## config.mk

```make
export PLATFORM = sky130hd
export DESIGN_NAME = main_bus_arbiter
export DESIGN_NICKNAME = d
export VERILOG_FILES = /design/src/genbus_pkg.sv /design/src/main_bus_arbiter.sv
export VERILOG_INCLUDE_DIRS = /design/src
export SDC_FILE = /design/constraint.sdc
export NUM_CORES = 1
export LEC_CHECK = 0
export BUFFER_PORTS_ARGS = -buffer_cell sky130_fd_sc_hd__buf_4
export CORE_ASPECT_RATIO = 0.7
export CORE_MARGIN = 2
export CORE_UTILIZATION = 50
export DETAILED_ROUTE_END_ITERATION = 16
export PLACE_DENSITY = 0.83
export SYNTH_ARGS = -nofsm -noshare
export SYNTH_HDL_FRONTEND = slang
export SYNTH_SLANG_ARGS = --single-unit
export TNS_END_PERCENT = 100
```

## constraint.sdc

```tcl
create_clock -name MCLK -period 10.1 [get_ports MCLK]
set_input_delay 3.03 -clock MCLK [delete_from_list [all_inputs] [get_ports MCLK]]
set_output_delay 3.03 -clock MCLK [all_outputs]
set_load 0.02 [all_outputs]
```

## src/genbus_settings.svh

```systemverilog
// Address map, memory sizes and mapper constants for the console system bus
`ifndef GENBUS_SETTINGS_SVH
`define GENBUS_SETTINGS_SVH

// --------------------
// Memory sizes

// Work RAM word address width, 32K words
`define WRAM_ADDR_BITS 15
// Cartridge SRAM, one byte per word address
`define SRAM_ADDR_BITS 16
// Z80 RAM, 8 KB
`define ZRAM_ADDR_BITS 13

// --------------------
// Main bus regions

// First 1 MB page above the cartridge ROM area
`define ROM_REGION_TOP 4'hA
// 200000-3FFFFF, compared on address bits 23:21
`define SRAM_REGION_PAGE 3'b001
// Z80 bus window seen from the 68K, bits 23:16
`define ZBUS_PAGE 8'hA0
// Z80 busreq and reset registers, bits 23:12
`define CTRL_PAGE 12'hA11
// A130F0-A130FF, bits 23:4
`define BANK_REG_PAGE 20'hA130F
// Z80 low addresses land on C000xx
`define Z80_LOW_PAGE 16'hC000

// --------------------
// Z80 side

// Z80 local space ends at 7EFF
`define ZLOCAL_TOP 7'h7F
// Window register write page 6000-60FF
`define ZBANK_SEL_PAGE 7'h60
`define ZBANK_WIDTH 9

// --------------------
// Mapper and open bus

// 2 MB in 16-bit words, romsz is a word count
`define SRAM_BANK_ROMSZ 23'h100000
`define ROM_BANK_BITS 5
`define OPEN_BUS_WORD 16'hFFFF

`endif

```

## src/genbus_pkg.sv

```systemverilog
// Shared bus types and state encodings for the console system bus
`default_nettype none

package genbus_pkg;

	// --------------------
	// Data and address types

	typedef logic [15:0] word_t;
	typedef logic [7:0] byte_t;

	// 68K word address, no A0 on the bus
	typedef logic [23:1] m68k_addr_t;
	typedef logic [15:0] z80_addr_t;
	// Byte address inside the Z80 bus
	typedef logic [14:0] zbus_addr_t;

	// --------------------
	// Encodings

	typedef enum logic {
		SRC_M68K,
		SRC_Z80
	} bus_src_t;

	typedef enum logic [3:0] {
		MB_IDLE,
		MB_SELECT,
		MB_RAM_READ,
		MB_ROM_READ,
		MB_SRAM_READ,
		MB_ZBUS_PRE,
		MB_ZBUS_READ,
		MB_FINISH
	} mbus_state_t;

	typedef enum logic [1:0] {
		ZB_IDLE,
		ZB_READ,
		ZB_FINISH
	} zbus_state_t;

	// Cartridge mapper mode, set through A130Fx
	typedef enum logic [1:0] {
		BANK_NONE,
		BANK_SRAM,
		BANK_ROM
	} bank_mode_t;

endpackage

`default_nettype wire

```

## src/main_bus_arbiter.sv

```systemverilog
// Main bus arbiter that sequences 68K and Z80 accesses and decodes the address map
`timescale 1ns/10ps
`default_nettype none
`include "genbus_settings.svh"

module main_bus_arbiter
	import genbus_pkg::*;
(
	input  wire                     MCLK,
	input  wire                     reset,
	input  wire m68k_addr_t         m68k_a,
	input  wire word_t              m68k_do,
	input  wire                     m68k_as_n,
	input  wire                     m68k_uds_n,
	input  wire                     m68k_lds_n,
	input  wire                     m68k_rnw,
	input  wire z80_addr_t          z80_a,
	input  wire byte_t              z80_do,
	input  wire                     z80_mreq_n,
	input  wire                     z80_rd_n,
	input  wire                     z80_wr_n,
	input  wire [`ZBANK_WIDTH-1:0]  zbank,
	input  wire m68k_addr_t         romsz,
	input  wire                     rom_ack,
	input  wire word_t              rom_data,
	input  wire word_t              wram_q,
	input  wire byte_t              sram_q,
	input  wire byte_t              mbus_zbus_d,
	input  wire                     mbus_zbus_dtack_n,
	input  wire                     z80_local,
	output word_t                   m68k_di,
	output logic                    m68k_dtack_n,
	output byte_t                   z80_mbus_d,
	output logic                    z80_mbus_dtack_n,
	output m68k_addr_t              rom_addr,
	output logic                    rom_req,
	output m68k_addr_t              mbus_a,
	output word_t                   mbus_do,
	output logic                    mbus_rnw,
	output logic                    mbus_uds_n,
	output logic                    mbus_lds_n,
	output logic                    wram_sel,
	output logic                    sram_sel,
	output logic                    zbus_sel,
	output logic                    z80_busreq_n,
	output logic                    z80_reset_n
);

	localparam word_t OPEN_BUS = `OPEN_BUS_WORD;

	mbus_state_t state;
	bus_src_t src;
	word_t data;
	bank_mode_t bank_mode;
	logic [`ROM_BANK_BITS-1:0] bank_reg [8];
	logic z80_io;
	logic ctrl_bit;

	assign z80_io = ~z80_mreq_n & (~z80_rd_n | ~z80_wr_n);

	// Mapper splits the ROM into 512 KB pages
	assign rom_addr = (bank_mode == BANK_ROM) ?
		{bank_reg[mbus_a[21:19]], mbus_a[18:1]} : mbus_a;

	// Readback of A11100 and A11200, bit 8 only
	always_comb begin
		case (mbus_a[11:8])
		4'd1: ctrl_bit = z80_busreq_n;
		4'd2: ctrl_bit = z80_reset_n;
		default: ctrl_bit = OPEN_BUS[8];
		endcase
	end

	always_ff @(posedge MCLK) begin
		if (reset) begin
			state <= MB_IDLE;
			src <= SRC_M68K;
			m68k_dtack_n <= 1'b1;
			z80_mbus_dtack_n <= 1'b1;
			rom_req <= rom_ack;
			mbus_rnw <= 1'b1;
			mbus_uds_n <= 1'b1;
			mbus_lds_n <= 1'b1;
			wram_sel <= 1'b0;
			sram_sel <= 1'b0;
			zbus_sel <= 1'b0;
			z80_busreq_n <= 1'b1;
			z80_reset_n <= 1'b0;
			bank_mode <= BANK_NONE;
			for (int i = 0; i < 8; i++)
				bank_reg[i] <= i[`ROM_BANK_BITS-1:0];
		end else begin
			// Acknowledges drop once the master lets go
			if (m68k_as_n)
				m68k_dtack_n <= 1'b1;
			if (!z80_io)
				z80_mbus_dtack_n <= 1'b1;

			case (state)
			// --------------------
			// Arbitration, 68K first
			MB_IDLE: begin
				mbus_rnw <= 1'b1;
				mbus_uds_n <= 1'b1;
				mbus_lds_n <= 1'b1;
				data <= OPEN_BUS;
				if (!m68k_as_n && m68k_dtack_n) begin
					src <= SRC_M68K;
					mbus_a <= m68k_a;
					mbus_do <= m68k_do;
					mbus_rnw <= m68k_rnw;
					mbus_uds_n <= m68k_uds_n;
					mbus_lds_n <= m68k_lds_n;
					state <= MB_SELECT;
				end else if (z80_io && !z80_local && z80_mbus_dtack_n) begin
					src <= SRC_Z80;
					// Upper half goes through the window register
					mbus_a <= z80_a[15] ? {zbank, z80_a[14:1]} : {`Z80_LOW_PAGE, z80_a[7:1]};
					mbus_do <= {z80_do, z80_do};
					mbus_rnw <= z80_wr_n;
					mbus_uds_n <= z80_a[0];
					mbus_lds_n <= ~z80_a[0];
					state <= MB_SELECT;
				end
			end

			// --------------------
			// Address decode
			MB_SELECT: begin
				state <= MB_FINISH;
				if (mbus_a[23:20] < `ROM_REGION_TOP) begin
					if (bank_mode == BANK_SRAM && mbus_a[23:21] == `SRAM_REGION_PAGE) begin
						sram_sel <= 1'b1;
						state <= MB_SRAM_READ;
					end else if (mbus_a < romsz) begin
						rom_req <= ~rom_ack;
						state <= MB_ROM_READ;
					end else if (mbus_a[23:21] == `SRAM_REGION_PAGE && !(&mbus_a[20:19])) begin
						// 200000-37FFFF past the end of ROM
						sram_sel <= 1'b1;
						state <= MB_SRAM_READ;
					end else begin
						data <= '0;
					end
				end else if (&mbus_a[23:21]) begin
					wram_sel <= 1'b1;
					state <= MB_RAM_READ;
				end else if (mbus_a[23:16] == `ZBUS_PAGE) begin
					state <= MB_ZBUS_PRE;
				end else if (mbus_a[23:12] == `CTRL_PAGE && mbus_a[7:1] == 7'd0) begin
					data <= {OPEN_BUS[15:9], ctrl_bit, OPEN_BUS[7:0]};
					if (!mbus_rnw && !mbus_uds_n) begin
						if (mbus_a[11:8] == 4'd1)
							z80_busreq_n <= ~mbus_do[8];
						if (mbus_a[11:8] == 4'd2)
							z80_reset_n <= mbus_do[8];
					end
				end else if (mbus_a[23:4] == `BANK_REG_PAGE && !mbus_rnw) begin
					if (romsz > `SRAM_BANK_ROMSZ) begin
						// Large ROM, register 0 stays fixed
						if (mbus_a[3:1] != 3'd0) begin
							bank_reg[mbus_a[3:1]] <= mbus_do[`ROM_BANK_BITS-1:0];
							bank_mode <= BANK_ROM;
						end
					end else begin
						bank_mode <= mbus_do[0] ? BANK_SRAM : BANK_NONE;
					end
				end
			end

			// Waits for a data strobe so writes carry valid lanes
			MB_ZBUS_PRE: begin
				if (src == SRC_Z80 || m68k_as_n || !m68k_uds_n || !m68k_lds_n) begin
					zbus_sel <= 1'b1;
					state <= MB_ZBUS_READ;
				end
			end

			MB_ZBUS_READ: begin
				if (!mbus_zbus_dtack_n) begin
					zbus_sel <= 1'b0;
					data <= {mbus_zbus_d, mbus_zbus_d};
					state <= MB_FINISH;
				end
			end

			MB_RAM_READ: begin
				wram_sel <= 1'b0;
				data <= wram_q;
				state <= MB_FINISH;
			end

			MB_ROM_READ: begin
				if (rom_req == rom_ack) begin
					data <= rom_data;
					state <= MB_FINISH;
				end
			end

			MB_SRAM_READ: begin
				sram_sel <= 1'b0;
				data <= {sram_q, sram_q};
				state <= MB_FINISH;
			end

			// --------------------
			// Hand the result back
			MB_FINISH: begin
				if (src == SRC_Z80) begin
					z80_mbus_d <= z80_a[0] ? data[7:0] : data[15:8];
					z80_mbus_dtack_n <= 1'b0;
					state <= MB_IDLE;
				end else if (m68k_as_n) begin
					state <= MB_IDLE;
				end else begin
					m68k_di <= data;
					m68k_dtack_n <= 1'b0;
				end
			end

			default: state <= MB_IDLE;
			endcase
		end
	end

endmodule

`default_nettype wire

```

### After elaboration in Yosys (flattened, before gate mapping)

Memory sizes are Yosys's and may differ from the RTL's. A register that Yosys moved wholly into a read port is not among the register bits.
Index checks and enable logic that the tools add are counted.

| storage, ports and cells | value |
|---|---|
| flip-flop bits (word level) | 97 |
| memory bits (writable) | 40 |
| input bits | 155 |
| output and inout bits | 97 |
| memories kept | 1 |

Memories:

| name | words | bits a word | rd ports | clocked after memory_dff | write ports | line | RTL |
|---|---|---|---|---|---|---|---|
| bank_reg | 8 | 5 | 1 | 1 | 8 | main_bus_arbiter.sv:55 | `` logic [`ROM_BANK_BITS-1:0] bank_reg [8]; `` |

| cells by class | value |
|---|---|
| magnitude comparators | 3 |
| equality and inequality tests | 34 |
| mux-type cells | 82 |
| bitwise gates (word level) | 15 |
| reduce and logical (&&, ||, !) cells | 46 |

Operator list:

| cell | number |
|---|---|
| $mux W16 | 11 |
| $pmux W16 S6 | 1 |
| $mux W23 | 4 |
| $mux W1 | 42 |
| $mux W4 | 8 |
| $ne A3 B3 Y1 const B | 10 |
| $pmux W4 S7 | 1 |
| $gt A23 B21 Y1 const B | 1 |
| $lt A23 B23 Y1 | 1 |
| $reduce_and A7 Y1 | 3 |
| $eq A20 B20 Y1 const B | 1 |
| $eq A4 B3 Y1 const B | 4 |
| $mux W3 | 5 |
| $reduce_and A3 Y1 | 5 |
| $ne A2 B2 Y1 const B | 7 |
| $reduce_bool A2 Y1 | 7 |
| $not A1 Y1 | 13 |
| $eq A12 B12 Y1 const B | 1 |
| $eq A4 B2 Y1 const B | 3 |
| $reduce_and A4 Y1 | 3 |
| $reduce_and A10 Y1 | 1 |
| $eq A4 B1 Y1 const B | 2 |
| $eq A8 B8 Y1 const B | 1 |
| $logic_and A1 B1 Y1 | 8 |
| 22 further kinds | 37 |

### Longest topological paths before layout

Gate-level depths: netlist (run 1).

| depth | value |
|---|---|
| depth after elaboration | 13 |
| mapped depth | 8 |
| gate-level depth less buffers | 8 |

### Least setup slack after synthesis (run 1)

No wires, ideal clock.

| timing | value |
|---|---|
| kind | input-to-reg |
| from | input port romsz[22] |
| to | register data[0] (enable) |
| arrival time | 4.885 ns |
| data required time | 9.728 ns |
| path slack | 4.844 ns |
| cell stages on the path | 7 |
| path buffers | 0 |
| path through | inv_1 ha_1 nand4_1 or4_1 nor3_1 o2111ai_1 nand2_1 |

| on the way | value |
|---|---|
| word-level cells in the longest chain between the ends | 3 |

RTL lines:

| element | line | RTL |
|---|---|---|
| start, declared | main_bus_arbiter.sv:23 | `input wire m68k_addr_t romsz,` |
| $lt A23 B23 Y1 | main_bus_arbiter.sv:135 | `end else if (mbus_a < romsz) begin` |
| $ne A3 B3 Y1 (no line) | - |  |
| $reduce_and A10 Y1 (no line) | - |  |
| end signal, assigned | main_bus_arbiter.sv:151 | `data <= {OPEN_BUS[15:9], ctrl_bit, OPEN_BUS[7:0]};` |
| end signal, assigned | main_bus_arbiter.sv:182 | `data <= {mbus_zbus_d, mbus_zbus_d};` |
| end signal, assigned | main_bus_arbiter.sv:189 | `data <= wram_q;` |
| end, declared | main_bus_arbiter.sv:53 | `word_t data;` |

No other way between the ends.
A chain may end at the register's enable or synchronous reset.

==> metrics.md, run 1 <==
| Metric | Value |
|---|---|
| Most area-hungry cell type in the Yosys netlist | edfxtp_1 |
| Share of the clock period used by the worst path | a little over half |
| Outcome | finished clean |
| Synthesized netlist cell count | between 600 and 700 |
| RSZ-0062 raised after global routing | false |
| Cells taking the most area after synthesis | edfxtp_1, nand2_1, dfxtp_1, ha_1, mux4_2 |
| Full die area | 15640 um^2 |
| Diode insertion count for antenna repair | 0 |
| H-Tree Depth | 4 |
| Slew Viols, Final | 0 |
| Initial core utilization | about half |
| Via-per-instance ratio | roughly 5.7 |
| Core Region | 14100 um^2 |
| Combinational group share of total power | between 20% and 30% |
| Type of element capturing the critical path | output pin |
| Sequential-to-total area share from yosys stat | a little over half |
| DRC Markers | 0 |
| CTS root buffer | clkbuf_16 |
| Synth Flop Type | edfxtp_1 |
| Pleak | around 4.2 nW |
| Internal power | between 0.001 and 0.0015 W |
| Number of hold buffers added after cts | 0 |
| Maximum number of pins on one net before global-route repair | 43 |
| Most common cell in the netlist | nand2_1 |
| Drt wl/cell | 19.42 um |
| Tot Pwr | 0.001987 W |
| Required time of the worst setup path | ~7.1 ns |
| Slew at the pin closest to its max-slew limit | around 1 ns |
| Buffer depth of the longest clock path | 2 |
| Placer Congestion | 0.9049 |
| Sw Ratio | about a third |
| Power share of the clock group | just under 30% |
| Pwr dens | between 200 and 250 nW/um^2 |
| Global Route Usage Sum | 27.46% |
| Number of cells on the worst reg-to-reg path | 6 |
| IR drop worst, VDD | about 0.12 mV |
| Clock net sink count | 139 |
| Final #Nets | approximately 1100 |
| Per-instance average area after synthesis | about 11 um^2 |
| Synthesis Warnings | 0 |
| Post-CTS repair timing setup buffer count | 0 |
| Ratio of cells with drive above 1 in the final layout | between 30% and 40% |
| Wire length of the first global-routing pass | 32740 um |
| Resized Gates After CTS | 0 |
| Worst min-delay path category | register to register |
| Number of rows created at floorplan | 36 |
| Number of flip-flops in the largest register | 40 |
| Maximum capacitance violations | 0 |
| CTS Buf Count | 17 |
| TritonCTS clock tree | built |
| Share of synthesized registers carrying an async set or reset | 0% |
| NetSw | 0.0006776 W |
| DIE WIDTH | between 100 and 150 um |
| Max Clock Freq | between 150 and 200 MHz |
| Post-synth EDFFs | 120 |
| First-pass iteration count of the detailed router | 6 |
| Remaining global-route overflow | 0 |
| Count of nets left with antenna violations after detail routing | 0 |
| Final Hold Viols | 0 |
| Type of the setup path with the least slack | register to output pin |
| Area fraction of the dominant cell type after synthesis | between 40% and 50% |
| Commonest cells in the synthesized netlist | nand2_1, edfxtp_1, nor2_1, o21ai_0, inv_1 |
| Initial antenna violation count | 0 |
| Syn-to-layout area delta | 33.58% |
| Total detailed-routing wirelength | roughly 22000 um |
| Cell variety after synth | 66 |
| Initial drt markers | 591 |
| Aggregate negative setup slack | 0 ns |
| Via count of the first global-routing pass | about 6100 |
| Worst slew margin | 33.84% |
| Half-perimeter wire length of the detailed placement result | 16210 um |
| Height of the die | roughly 110 um |
| Post-synthesis instance area | between 7000 and 8000 um^2 |
| Final period demand of the worst path | about 5.3 ns |
| Clock-pin slew on the worst setup and hold paths | 0.06 ns |
| Worst Path Arrival | roughly 2.3 ns |
| Final setup violation count | 0 |
| Hold Path Stages | 0 |
| FF+latch count, synth | ~140 |
| Total number of vias | between 6000 and 7000 |
| I/O pin count | between 200 and 300 |
| Number of port buffers | between 200 and 300 |
| Worst Skew | approximately 0.007 ns |
| Nature of the critical path startpoint | register |
| Sequential fraction of design power | a little over two fifths |
| Clock insertion delay at the later pin of the skew report | between 0.4 and 0.5 ns |
| Critical-path maximum fanout | 10 |
final cells by class:
type,instances,area [um^2]
clock buffers,17,425.4
inverters,39,146.4
clock inverters,15,132.6
multi-input cells,459,2935
well taps,190,237.7
repair buffers,255,1914
flip-flops and latches,139,3984
fillers,1047,4323
power by group through the flow:
stage / clock [W] / sequential [W] / combinational [W]
CTS: 0.000590 / 0.000844 / 0.000550
floorplan: 0 / 0.000838 / 0.000343
global route: 0.000612 / 0.000858 / 0.000601
global placement: 0 / 0.000852 / 0.000533
detailed placement: 0 / 0.000855 / 0.000545
finish: 0.000587 / 0.000847 / 0.000553
cells in the final DEF, fill, tap and decap left out, drive strengths merged, types with 2 or more instances in the layout:
master    netlist  final
and3            8      8
o22a            2      2
clkinvlp        0      5
mux2i          21     21
edfxtp        120    120
nand2         127    127
o32ai           2      2
nor3b           2      2
buf            28    255
a211oi          5      5
a211o           2      2
clkbuf         24     17
or3             5      5
nor4bb          3      3
a31oi           9      9
a21o           11     11
o21ai          42     42
nor4            9      9
nand3          24     24
nand2b          9      9
nor3           10     10
o211ai          2      2
nor2b           8      8
and4b           2      2
mux4           10     10
a21boi          2      2
nand4           7      7
dfxtp          19     19
ha             22     22
or3b            2      2
a41o            2      2
mux2           12     12
clkinv          0      2
nor2           41     41
a21oi          27     27
or4             7      7
conb            1      5
inv            39     47
kinds of logic after synthesis:
kind of cell    after synthesis  synth area share, %
simple gates                268                17.73
flops                       139                54.44
compound gates              119                10.12
buf+inv                      91                5.864
mux                          43                7.796
fa+ha+maj                    22                3.761
xor+xnor                      2               0.2394
other cells                   1              0.05124
routing by layer:
layer,up-vias,GRT usage [%],wire (um)
met5,-,0,0
met4,0,8.163,463
met3,44,7.056,2317
met2,401,45.34,10250
met1,2976,35.98,8600
li1,2935,-,-
final timing paths:
kind,slack (ns),end,from
setup / recovery,4.77,rom_addr[18],register
hold / removal,0.44,m68k_di[1]$_DFFE_PP_,data[1]$_DFFE_PP_
setup reg to reg,6.23,bank_reg[7][0]$_SDFFCE_PN1P_,state[1]$_SDFFE_PP0P_
hold reg to reg,0.44,m68k_di[1]$_DFFE_PP_,data[1]$_DFFE_PP_
through the flow:
step	util (%)	setup slack (ns)	hold WS, ns	instances	instance area (um^2)
6_report	69.34	4.770	0.4430	1114	9776
3_5_place_dp	65.38	4.405	0.4294	1082	9218
3_3_place_gp	65.38	4.512	0.4238	1082	9218
5_1_grt	69.34	4.620	0.4538	1114	9776
4_1_cts	69.34	4.693	0.4429	1114	9776
2_1_floorplan	-	4.844	0.4204	689	7333
critical path, stage by stage (launching register included):
cell	delay, ns
dfxtp_1	0.78
mux4_2	0.58
mux2i_1	0.13
o21ai_0	0.16
buf_4	0.22
Power figures use the tool's default switching activity.
==> run 2: changes to the inputs <==
- CORE_UTILIZATION: 50 -> 46
- PLACE_DENSITY: 0.83 -> 0.8
- clock period: 10.1 -> 4.58 ns (I/O delays scaled with it)
==> run 2 against run 1 <==
Effect of this change:
- clock skew is 0.0013 ns higher
- combinational power is 130% higher
- worst hold slack worse by 0.0013 ns
- sequential share of layout area is 0.56 points lower
- global-route usage is 3.0 points lower
- routed wire length is 3.9% lower
- clock power grew to 2.6 times the previous value
- sequential power is 120% higher
- critical path depth is 4 higher
- flip-flop and latch count stayed put
- non-clock buffer count is 4 higher
==> metrics.md, run 2 (synthesis results as in run 1) <==
| Metric | Value |
|---|---|
| Final period demand of the worst path | around 3.7 ns |
| Aggregate negative setup slack | 0 ns (unchanged) |
| Highest metal layer with signal wires | met4 |
| End of the worst register-to-register path | bank_reg[1][2]$_SDFFCE_PN0P_ |
| Maximum number of pins on one net before global-route repair | 42 (-2.3%) |
| Global Route Usage Sum | 24.51% (-3.0 points) |
| Total number of vias | 6172 (-2.9%) |
| Final #Nets | 1092 (+0.37%) |
| Via-per-instance ratio | 5.472 (-4.1%) |
| Wire length of the first global-routing pass | 31260 um (-4.5%) |
| Number of port buffers | 251 (unchanged) |
| Top library cells by usage in the layout, fill and taps aside | buf_4, nand2_1, edfxtp_1 |
| RSZ-0062 raised after global routing | false |
| Slowest-stage cell, CP | or4_1 |
| Post-CTS repair timing setup buffer count | 0 (unchanged) |
| Total detailed-routing wirelength | 20780 um (-3.9%) |
| Series of cell instances along the critical path | buf_4 > inv_1 > ha_1 > nand4_1 > or4_1 > nor3_1 > o2111ai_1 > nand2_1 |
| Drt wl/cell | 18.42 um (-5.1%) |
| Setup slack after placement | 0.4721 ns (-3.932 ns) |
| Core Region | 15550 um^2 (+10%) |
| Worst Skew | 0.008080 ns (+0.001284 ns) |
| H-Tree Depth | 4 (unchanged) |
| Syn-to-layout area delta | 35.49% |
| Diode insertion count for antenna repair | 0 (unchanged) |
| Worst slew margin | 29.95% (-3.9 points) |
| Initial antenna violation count | 0 (unchanged) |
| Count of nets left with antenna violations after detail routing | 0 (unchanged) |
| Share of the clock period used by the worst path | between 80% and 90% |
| DIE WIDTH | 154.8 um (+4.1%) |
| Worst setup path endpoint | data[12]$_DFFE_PP_ |
| Via count of the first global-routing pass | 5788 (-5.3%) |
| Clock-pin slew on the worst setup and hold paths | 0.06 ns (about the same) |
| Full die area | 16950 um^2 (+8.4%) |
| TritonCTS clock tree | built |
| Remaining global-route overflow | 0 (unchanged) |
| Ratio of cells with drive above 1 in the final layout | 35.02% (-0.043 points) |
| Buffer depth of the longest clock path | 2 (unchanged) |
| Number of flip-flops in the largest register | 40 (unchanged) |
| Initial drt markers | 639 (+8.1%) |
| Metal3 WL | 2225 um (-4.0%) |
| Biggest cell delay along the critical path | 0.57 ns (-0.21 ns) |
| Reg2Reg Setup Slack | 1.04 ns (-5.19 ns) |
| Required time of the worst setup path | 4.62 ns (-2.45 ns) |
| Clock insertion delay at the later pin of the skew report | 0.42 ns (about the same) |
| Placer Congestion | 0.8916 (-1.5%) |
| Critical-path maximum fanout | 16 (+6) |
| Final worst-path setup slack | 0.8718 ns (-3.899 ns) |
| Nature of the critical path startpoint | input port |
| Resized Gates After CTS | 0 (unchanged) |
| CTS Buf Count | 17 (unchanged) |
| Final Hold Viols | 0 (unchanged) |
| Fin util | 63.78% (-5.6 points) |
| DRC Markers | 0 (unchanged) |
| Slew Viols, Final | 0 (unchanged) |
| Filler cells | 1235 (+18%) |
| Most frequent standard cell in the layout excluding fill and tap cells | buf_4 |
| Critical Path Start | romsz[20] |
| Outcome | finished clean |
| First-pass iteration count of the detailed router | 5 (-1) |
| Maximum capacitance violations | 0 (unchanged) |
| Height of the die | 109.5 um (+4.1%) |
| Pleak | 4.289 nW (+1.7%) |
| Slew at the pin closest to its max-slew limit | 1.024 ns (+0.03356 ns) |
| Final setup violation count | 0 (unchanged) |
| Start of the worst register-to-register path | state[2]$_SDFFE_PP0P_ |
| Pwr dens | 465.7 nW/um^2 (+130%) |
| Type of element capturing the critical path | register |
| Metal-1 WL | 8830 um (+2.7%) |
| Number of hold buffers added after cts | 0 (unchanged) |
| Initial core utilization | 47.07% (-4.8 points) |
| Worst Path Arrival | 3.75 ns (+1.45 ns) |
| I/O pin count | 252 (unchanged) |
| Number of cells on the worst reg-to-reg path | 7 (+1) |
| Type of the setup path with the least slack | input port to register |
| Clock net sink count | 139 (unchanged) |
| IR drop worst, VDD | 0.2971 mV (+140%) |
| CTS root buffer | clkbuf_16 |
| Number of rows created at floorplan | 38 (+5.6%) |
| Half-perimeter wire length of the detailed placement result | 16180 um (-0.15%) |
| Detail Route met2 WL | 9436 um (-7.9%) |
| Worst min-delay path category | register to register |
| Max Clock Freq | 269.7 MHz |
==> run 2: cell types whose count changed in the layout (fill, tap and decap cells not counted), moves of 2 or more <==
| cell | change |
|---|---|
| bufinv_16 | +6 |
| inv_6 | -5 |
| buf_4 | +4 |
| clkinv_1 | +3 |
| clkinvlp_4 | -3 |
| inv_8 | -3 |
| clkinv_2 | +2 |
==> run 2: worst min path at each step <==
| stage | from | to | depth (start not counted) |
|---|---|---|---|
| 2_1_floorplan | data[0]$_DFFE_PP_ | m68k_di[0]$_DFFE_PP_ | 0 |
| 3_3_place_gp | data[13]$_DFFE_PP_ | m68k_di[13]$_DFFE_PP_ | 0 |
| 3_5_place_dp | data[0]$_DFFE_PP_ | m68k_di[0]$_DFFE_PP_ | 0 |
| 4_1_cts | data[13]$_DFFE_PP_ | m68k_di[13]$_DFFE_PP_ | 0 |
| 5_1_grt | data[8]$_DFFE_PP_ | m68k_di[8]$_DFFE_PP_ | 0 |
| 6_report | data[13]$_DFFE_PP_ | m68k_di[13]$_DFFE_PP_ | 0 |
==> run 2: area by class of cell <==
cell class	instances	area [um^2]	share of cell area (%)
Tap cell	200	250.2	2.524
Inverter	39	146.4	1.476
Timing Repair Buffer	259	1944	19.61
Clock inverter	14	225.2	2.271
Clock buffer	18	429.2	4.328
Sequential cell	139	3985	40.19
Multi-Input combinational cell	459	2935	29.60
==> run 2: worst max-delay path: cells and delay by family <==
kind / cells / cell delay (ns)
AOI/OAI and AO/OA: 1 / 0.21
buffers and inverters: 2 / 0.11
and+or+nand+nor: 4 / 1.73
adders and majority gates: 1 / 0.30
==> run 2: per-stage QoR <==
step	instances	area, um^2	hold WS [ns]	total power, W
after floorplan	689	7333	0.4204	0.002606
after global routing	1128	9916	0.4531	0.004820
after CTS	1128	9916	0.4438	0.004631
after global placement	1096	9261	0.4237	0.003070
after detailed placement	1096	9261	0.4275	0.003106
final	1128	9916	0.4417	0.004617
==> run 2: where the power goes <==
group          total [W]  internal (W)  leakage, nW  switching, W
sequential       0.00183       0.00166         1.26      0.000165
combinational    0.00127      0.000528         2.72      0.000739
clock            0.00152       0.00101        0.312      0.000511
total            0.00462       0.00320         4.29       0.00142
==> run 2: per-layer routing <==
metal	vias up	track usage [%]
met2	356	38.71
met4	0	6.548
met5	-	0
met1	2854	33.51
met3	27	7.095
li1	2935	-
==> run 3: changes to the inputs <==
- CORE_UTILIZATION: 46 -> 50
- PLACE_DENSITY: 0.8 -> 0.83
- clock period: 4.58 -> 3.5 ns (I/O delays scaled with it)
==> run 3 against run 2 <==
Effect of this change:
- die area decreased by 7.8%
- flip-flop and latch count unchanged
- global-route usage increased by 2.6 points
- clock power increased by 17%
- critical path type is now register to register
- largest cell class unchanged
- largest power group unchanged
==> metrics.md, run 3 (synthesis results as in run 1) <==
| Metric | Value |
|---|---|
| Drt wl/cell | 18.62 um (+1.1%) |
| Maximum capacitance violations | 0 (unchanged) |
| Placer Congestion | 0.9131 (+2.4%) |
| Slowest-stage cell, CP | nor4bb_1 |
| Ratio of cells with drive above 1 in the final layout | 36.03% (+1.0 points) |
| TritonCTS clock tree | built |
| IR drop worst, VDD | 0.3591 mV (+21%) |
| Pwr dens | 590.6 nW/um^2 (+27%) |
| Worst hold slack after final layout | 0.4444 ns (+0.002747 ns) |
| Worst Skew | 0.008542 ns (+0.0004617 ns) |
| Aggregate negative setup slack | 0 ns (unchanged) |
| I/O pin count | 252 (unchanged) |
| Via-per-instance ratio | 5.615 (+2.6%) |
| Maximum number of pins on one net before global-route repair | 42 (unchanged) |
| Critical-path maximum fanout | 10 (-6) |
| Count of nets left with antenna violations after detail routing | 0 (unchanged) |
| Final setup violation count | 0 (unchanged) |
| Reg2Reg Setup Slack | 0.34 ns (-0.70 ns) |
| Initial drt markers | 484 (-24%) |
| Worst slew margin | 41.55% (+12 points) |
| Height of the die | 105.2 um (-3.9%) |
| Pleak | 4.316 nW (+0.61%) |
| Half-perimeter wire length of the detailed placement result | 16120 um (-0.40%) |
| Biggest cell delay along the critical path | 0.60 ns (+0.03 ns) |
| Area after DPL | 9348 um^2 (+0.93%) |
| Diode insertion count for antenna repair | 0 (unchanged) |
| Final Cell Area | 9938 um^2 (+0.23%) |
| Global Route Usage Sum | 27.13% (+2.6 points) |
| Type of the setup path with the least slack | register to register |
| Sequential fraction of design power | 40.0% (+0.5 points) |
| Full die area | 15640 um^2 (-7.8%) |
| Number of flip-flops in the largest register | 40 (unchanged) |
| CTS Buf Count | 17 (unchanged) |
| RSZ-0062 raised after global routing | false |
| Via count of the first global-routing pass | 6173 (+6.7%) |
| Clock net sink count | 139 (unchanged) |
| DIE WIDTH | 148.6 um (-4.0%) |
| Number of rows created at floorplan | 36 (-5.3%) |
| Series of cell instances along the critical path | nor4bb_1 > nand4_1 > or3_4 > a211oi_2 > buf_4 > nand2_4 > o21ai_1 |
| Max Clock Freq | approximately 320 MHz |
| DRC Markers | 0 (unchanged) |
| Cell Count Post-Placement | 1096 (unchanged) |
| Top library cells by usage in the layout, fill and taps aside | buf_4, nand2_1, edfxtp_1 |
| Total number of vias | 6334 (+2.6%) |
| Required time of the worst setup path | 3.55 ns (-1.07 ns) |
| Global routing's busiest layer | met2 |
| Met3 usage in global routing | 6.494% (-0.60 points) |
| Number of port buffers | 251 (unchanged) |
| Final std cells w/o fill | 1128 (unchanged) |
| First-pass iteration count of the detailed router | 5 (unchanged) |
| Number of hold buffers added after cts | 0 (unchanged) |
| Initial antenna violation count | 0 (unchanged) |
| Worst Path Arrival | 3.20 ns (-0.55 ns) |
| Type of element capturing the critical path | register |
| Remaining global-route overflow | 0 (unchanged) |
| Total detailed-routing wirelength | 21010 um (+1.1%) |
| Most frequent standard cell in the layout excluding fill and tap cells | buf_4 |
| Buffer depth of the longest clock path | 2 (unchanged) |
| Share of the clock period used by the worst path | between 90% and 100% |
| Slew Viols, Final | 0 (unchanged) |
| Post-CTS repair timing setup buffer count | 0 (unchanged) |
| Filler cells | 1013 (-18%) |
| Syn-to-layout area delta | 35.80% |
| NetSw | 0.001909 W (+35%) |
| Final period demand of the worst path | roughly 3.2 ns |
| Initial core utilization | 51.91% (+4.8 points) |
| Routing usage on met1 | 35.85% (+2.3 points) |
| Slew at the pin closest to its max-slew limit | 0.8729 ns (-0.1513 ns) |
| Nature of the critical path startpoint | register |
| H-Tree Depth | 4 (unchanged) |
| Combinational group share of total power | 29.6% (+2.2 points) |
| Sw Ratio | 32.52% (+1.9 points) |
| Power share of the clock group | 30.4% (-2.6 points) |
| Core Region | 14100 um^2 (-9.3%) |
| Clock insertion delay at the later pin of the skew report | 0.41 ns (about the same) |
| Wire length of the first global-routing pass | 32400 um (+3.6%) |
| Kind of cell with the highest combined delay on the critical path | simple AND/OR/NAND/NOR gates |
| Worst min-delay path category | register to register |
| GRT met2 Usage | 44.18% (+5.5 points) |
| Bufs and invs on worst path | 1 (-1) |
| Outcome | finished clean |
| Final #Nets | 1102 (+0.92%) |
| Clock-pin slew on the worst setup and hold paths | 0.06 ns (about the same) |
| Final Hold Viols | 0 (unchanged) |
| Resized Gates After CTS | 0 (unchanged) |
| CTS root buffer | clkbuf_16 |
| Internal power | 0.003960 W (+24%) |
| Tot Pwr | 0.005869 W (+27%) |
[run 3: cell count changes in the layout (fill, tap and decap cells not counted), moves of 2 or more]
| cell | delta |
|---|---|
| clkinv_4 | +2 |
| bufinv_16 | -4 |
| buf_4 | +8 |
| inv_6 | +4 |
| buf_12 | +2 |
| clkinv_1 | -3 |
[run 3: per-layer routing]
metal / share of wire [%] / vias to the layer above
met5: 0 / -
met4: 2.0 / 0
met3: 10 / 33
met2: 48 / 354
met1: 40 / 2985
li1: - / 2962
[run 3: path summary, 6_finish.rpt]
| path | startpoint | depth (start not counted) | to |
|---|---|---|---|
| worst max-delay path | mbus_a[7]$_DFFE_PP_ | 7 | bank_reg[7][3]$_SDFFCE_PN0P_ |
| worst min-delay path | data[3]$_DFFE_PP_ | 0 | m68k_di[3]$_DFFE_PP_ |
| worst max register to register | mbus_a[7]$_DFFE_PP_ | 7 | bank_reg[7][3]$_SDFFCE_PN0P_ |
| worst min register to register | data[3]$_DFFE_PP_ | 0 | m68k_di[3]$_DFFE_PP_ |
[run 3: power groups by stage]
| stage | clock (W) | sequential (W) | combinational (W) |
|---|---|---|---|
| 4_1_cts | 0.00181 | 0.00235 | 0.00173 |
| 3_3_place_gp | 0 | 0.00236 | 0.00169 |
| 6_report | 0.00178 | 0.00235 | 0.00174 |
| 2_1_floorplan | 0 | 0.00242 | 0.000990 |
| 5_1_grt | 0.00187 | 0.00238 | 0.00189 |
| 3_5_place_dp | 0 | 0.00238 | 0.00172 |
[run 3: stage by stage]
| step | util [%] | setup slack [ns] |
|---|---|---|
| 4_1_cts | 70.49 | 0.3862 |
| 5_1_grt | 70.49 | 0.2853 |
| 6_report | 70.49 | 0.3441 |
| 3_5_place_dp | 66.30 | 0.1381 |
| 3_3_place_gp | 66.30 | 0.2102 |
| 2_1_floorplan | - | 0.2236 |
[run 3: final cells by class]
class	count	area (um^2)	share of cell area, %
clock buffers	17	425.4	4.280
clock inverters	15	165.2	1.662
inverters	39	146.4	1.473
multi-input cells	459	2935	29.54
flip-flops and latches	139	3984	40.09
well taps	190	237.7	2.392
repair buffers	269	2044	20.57
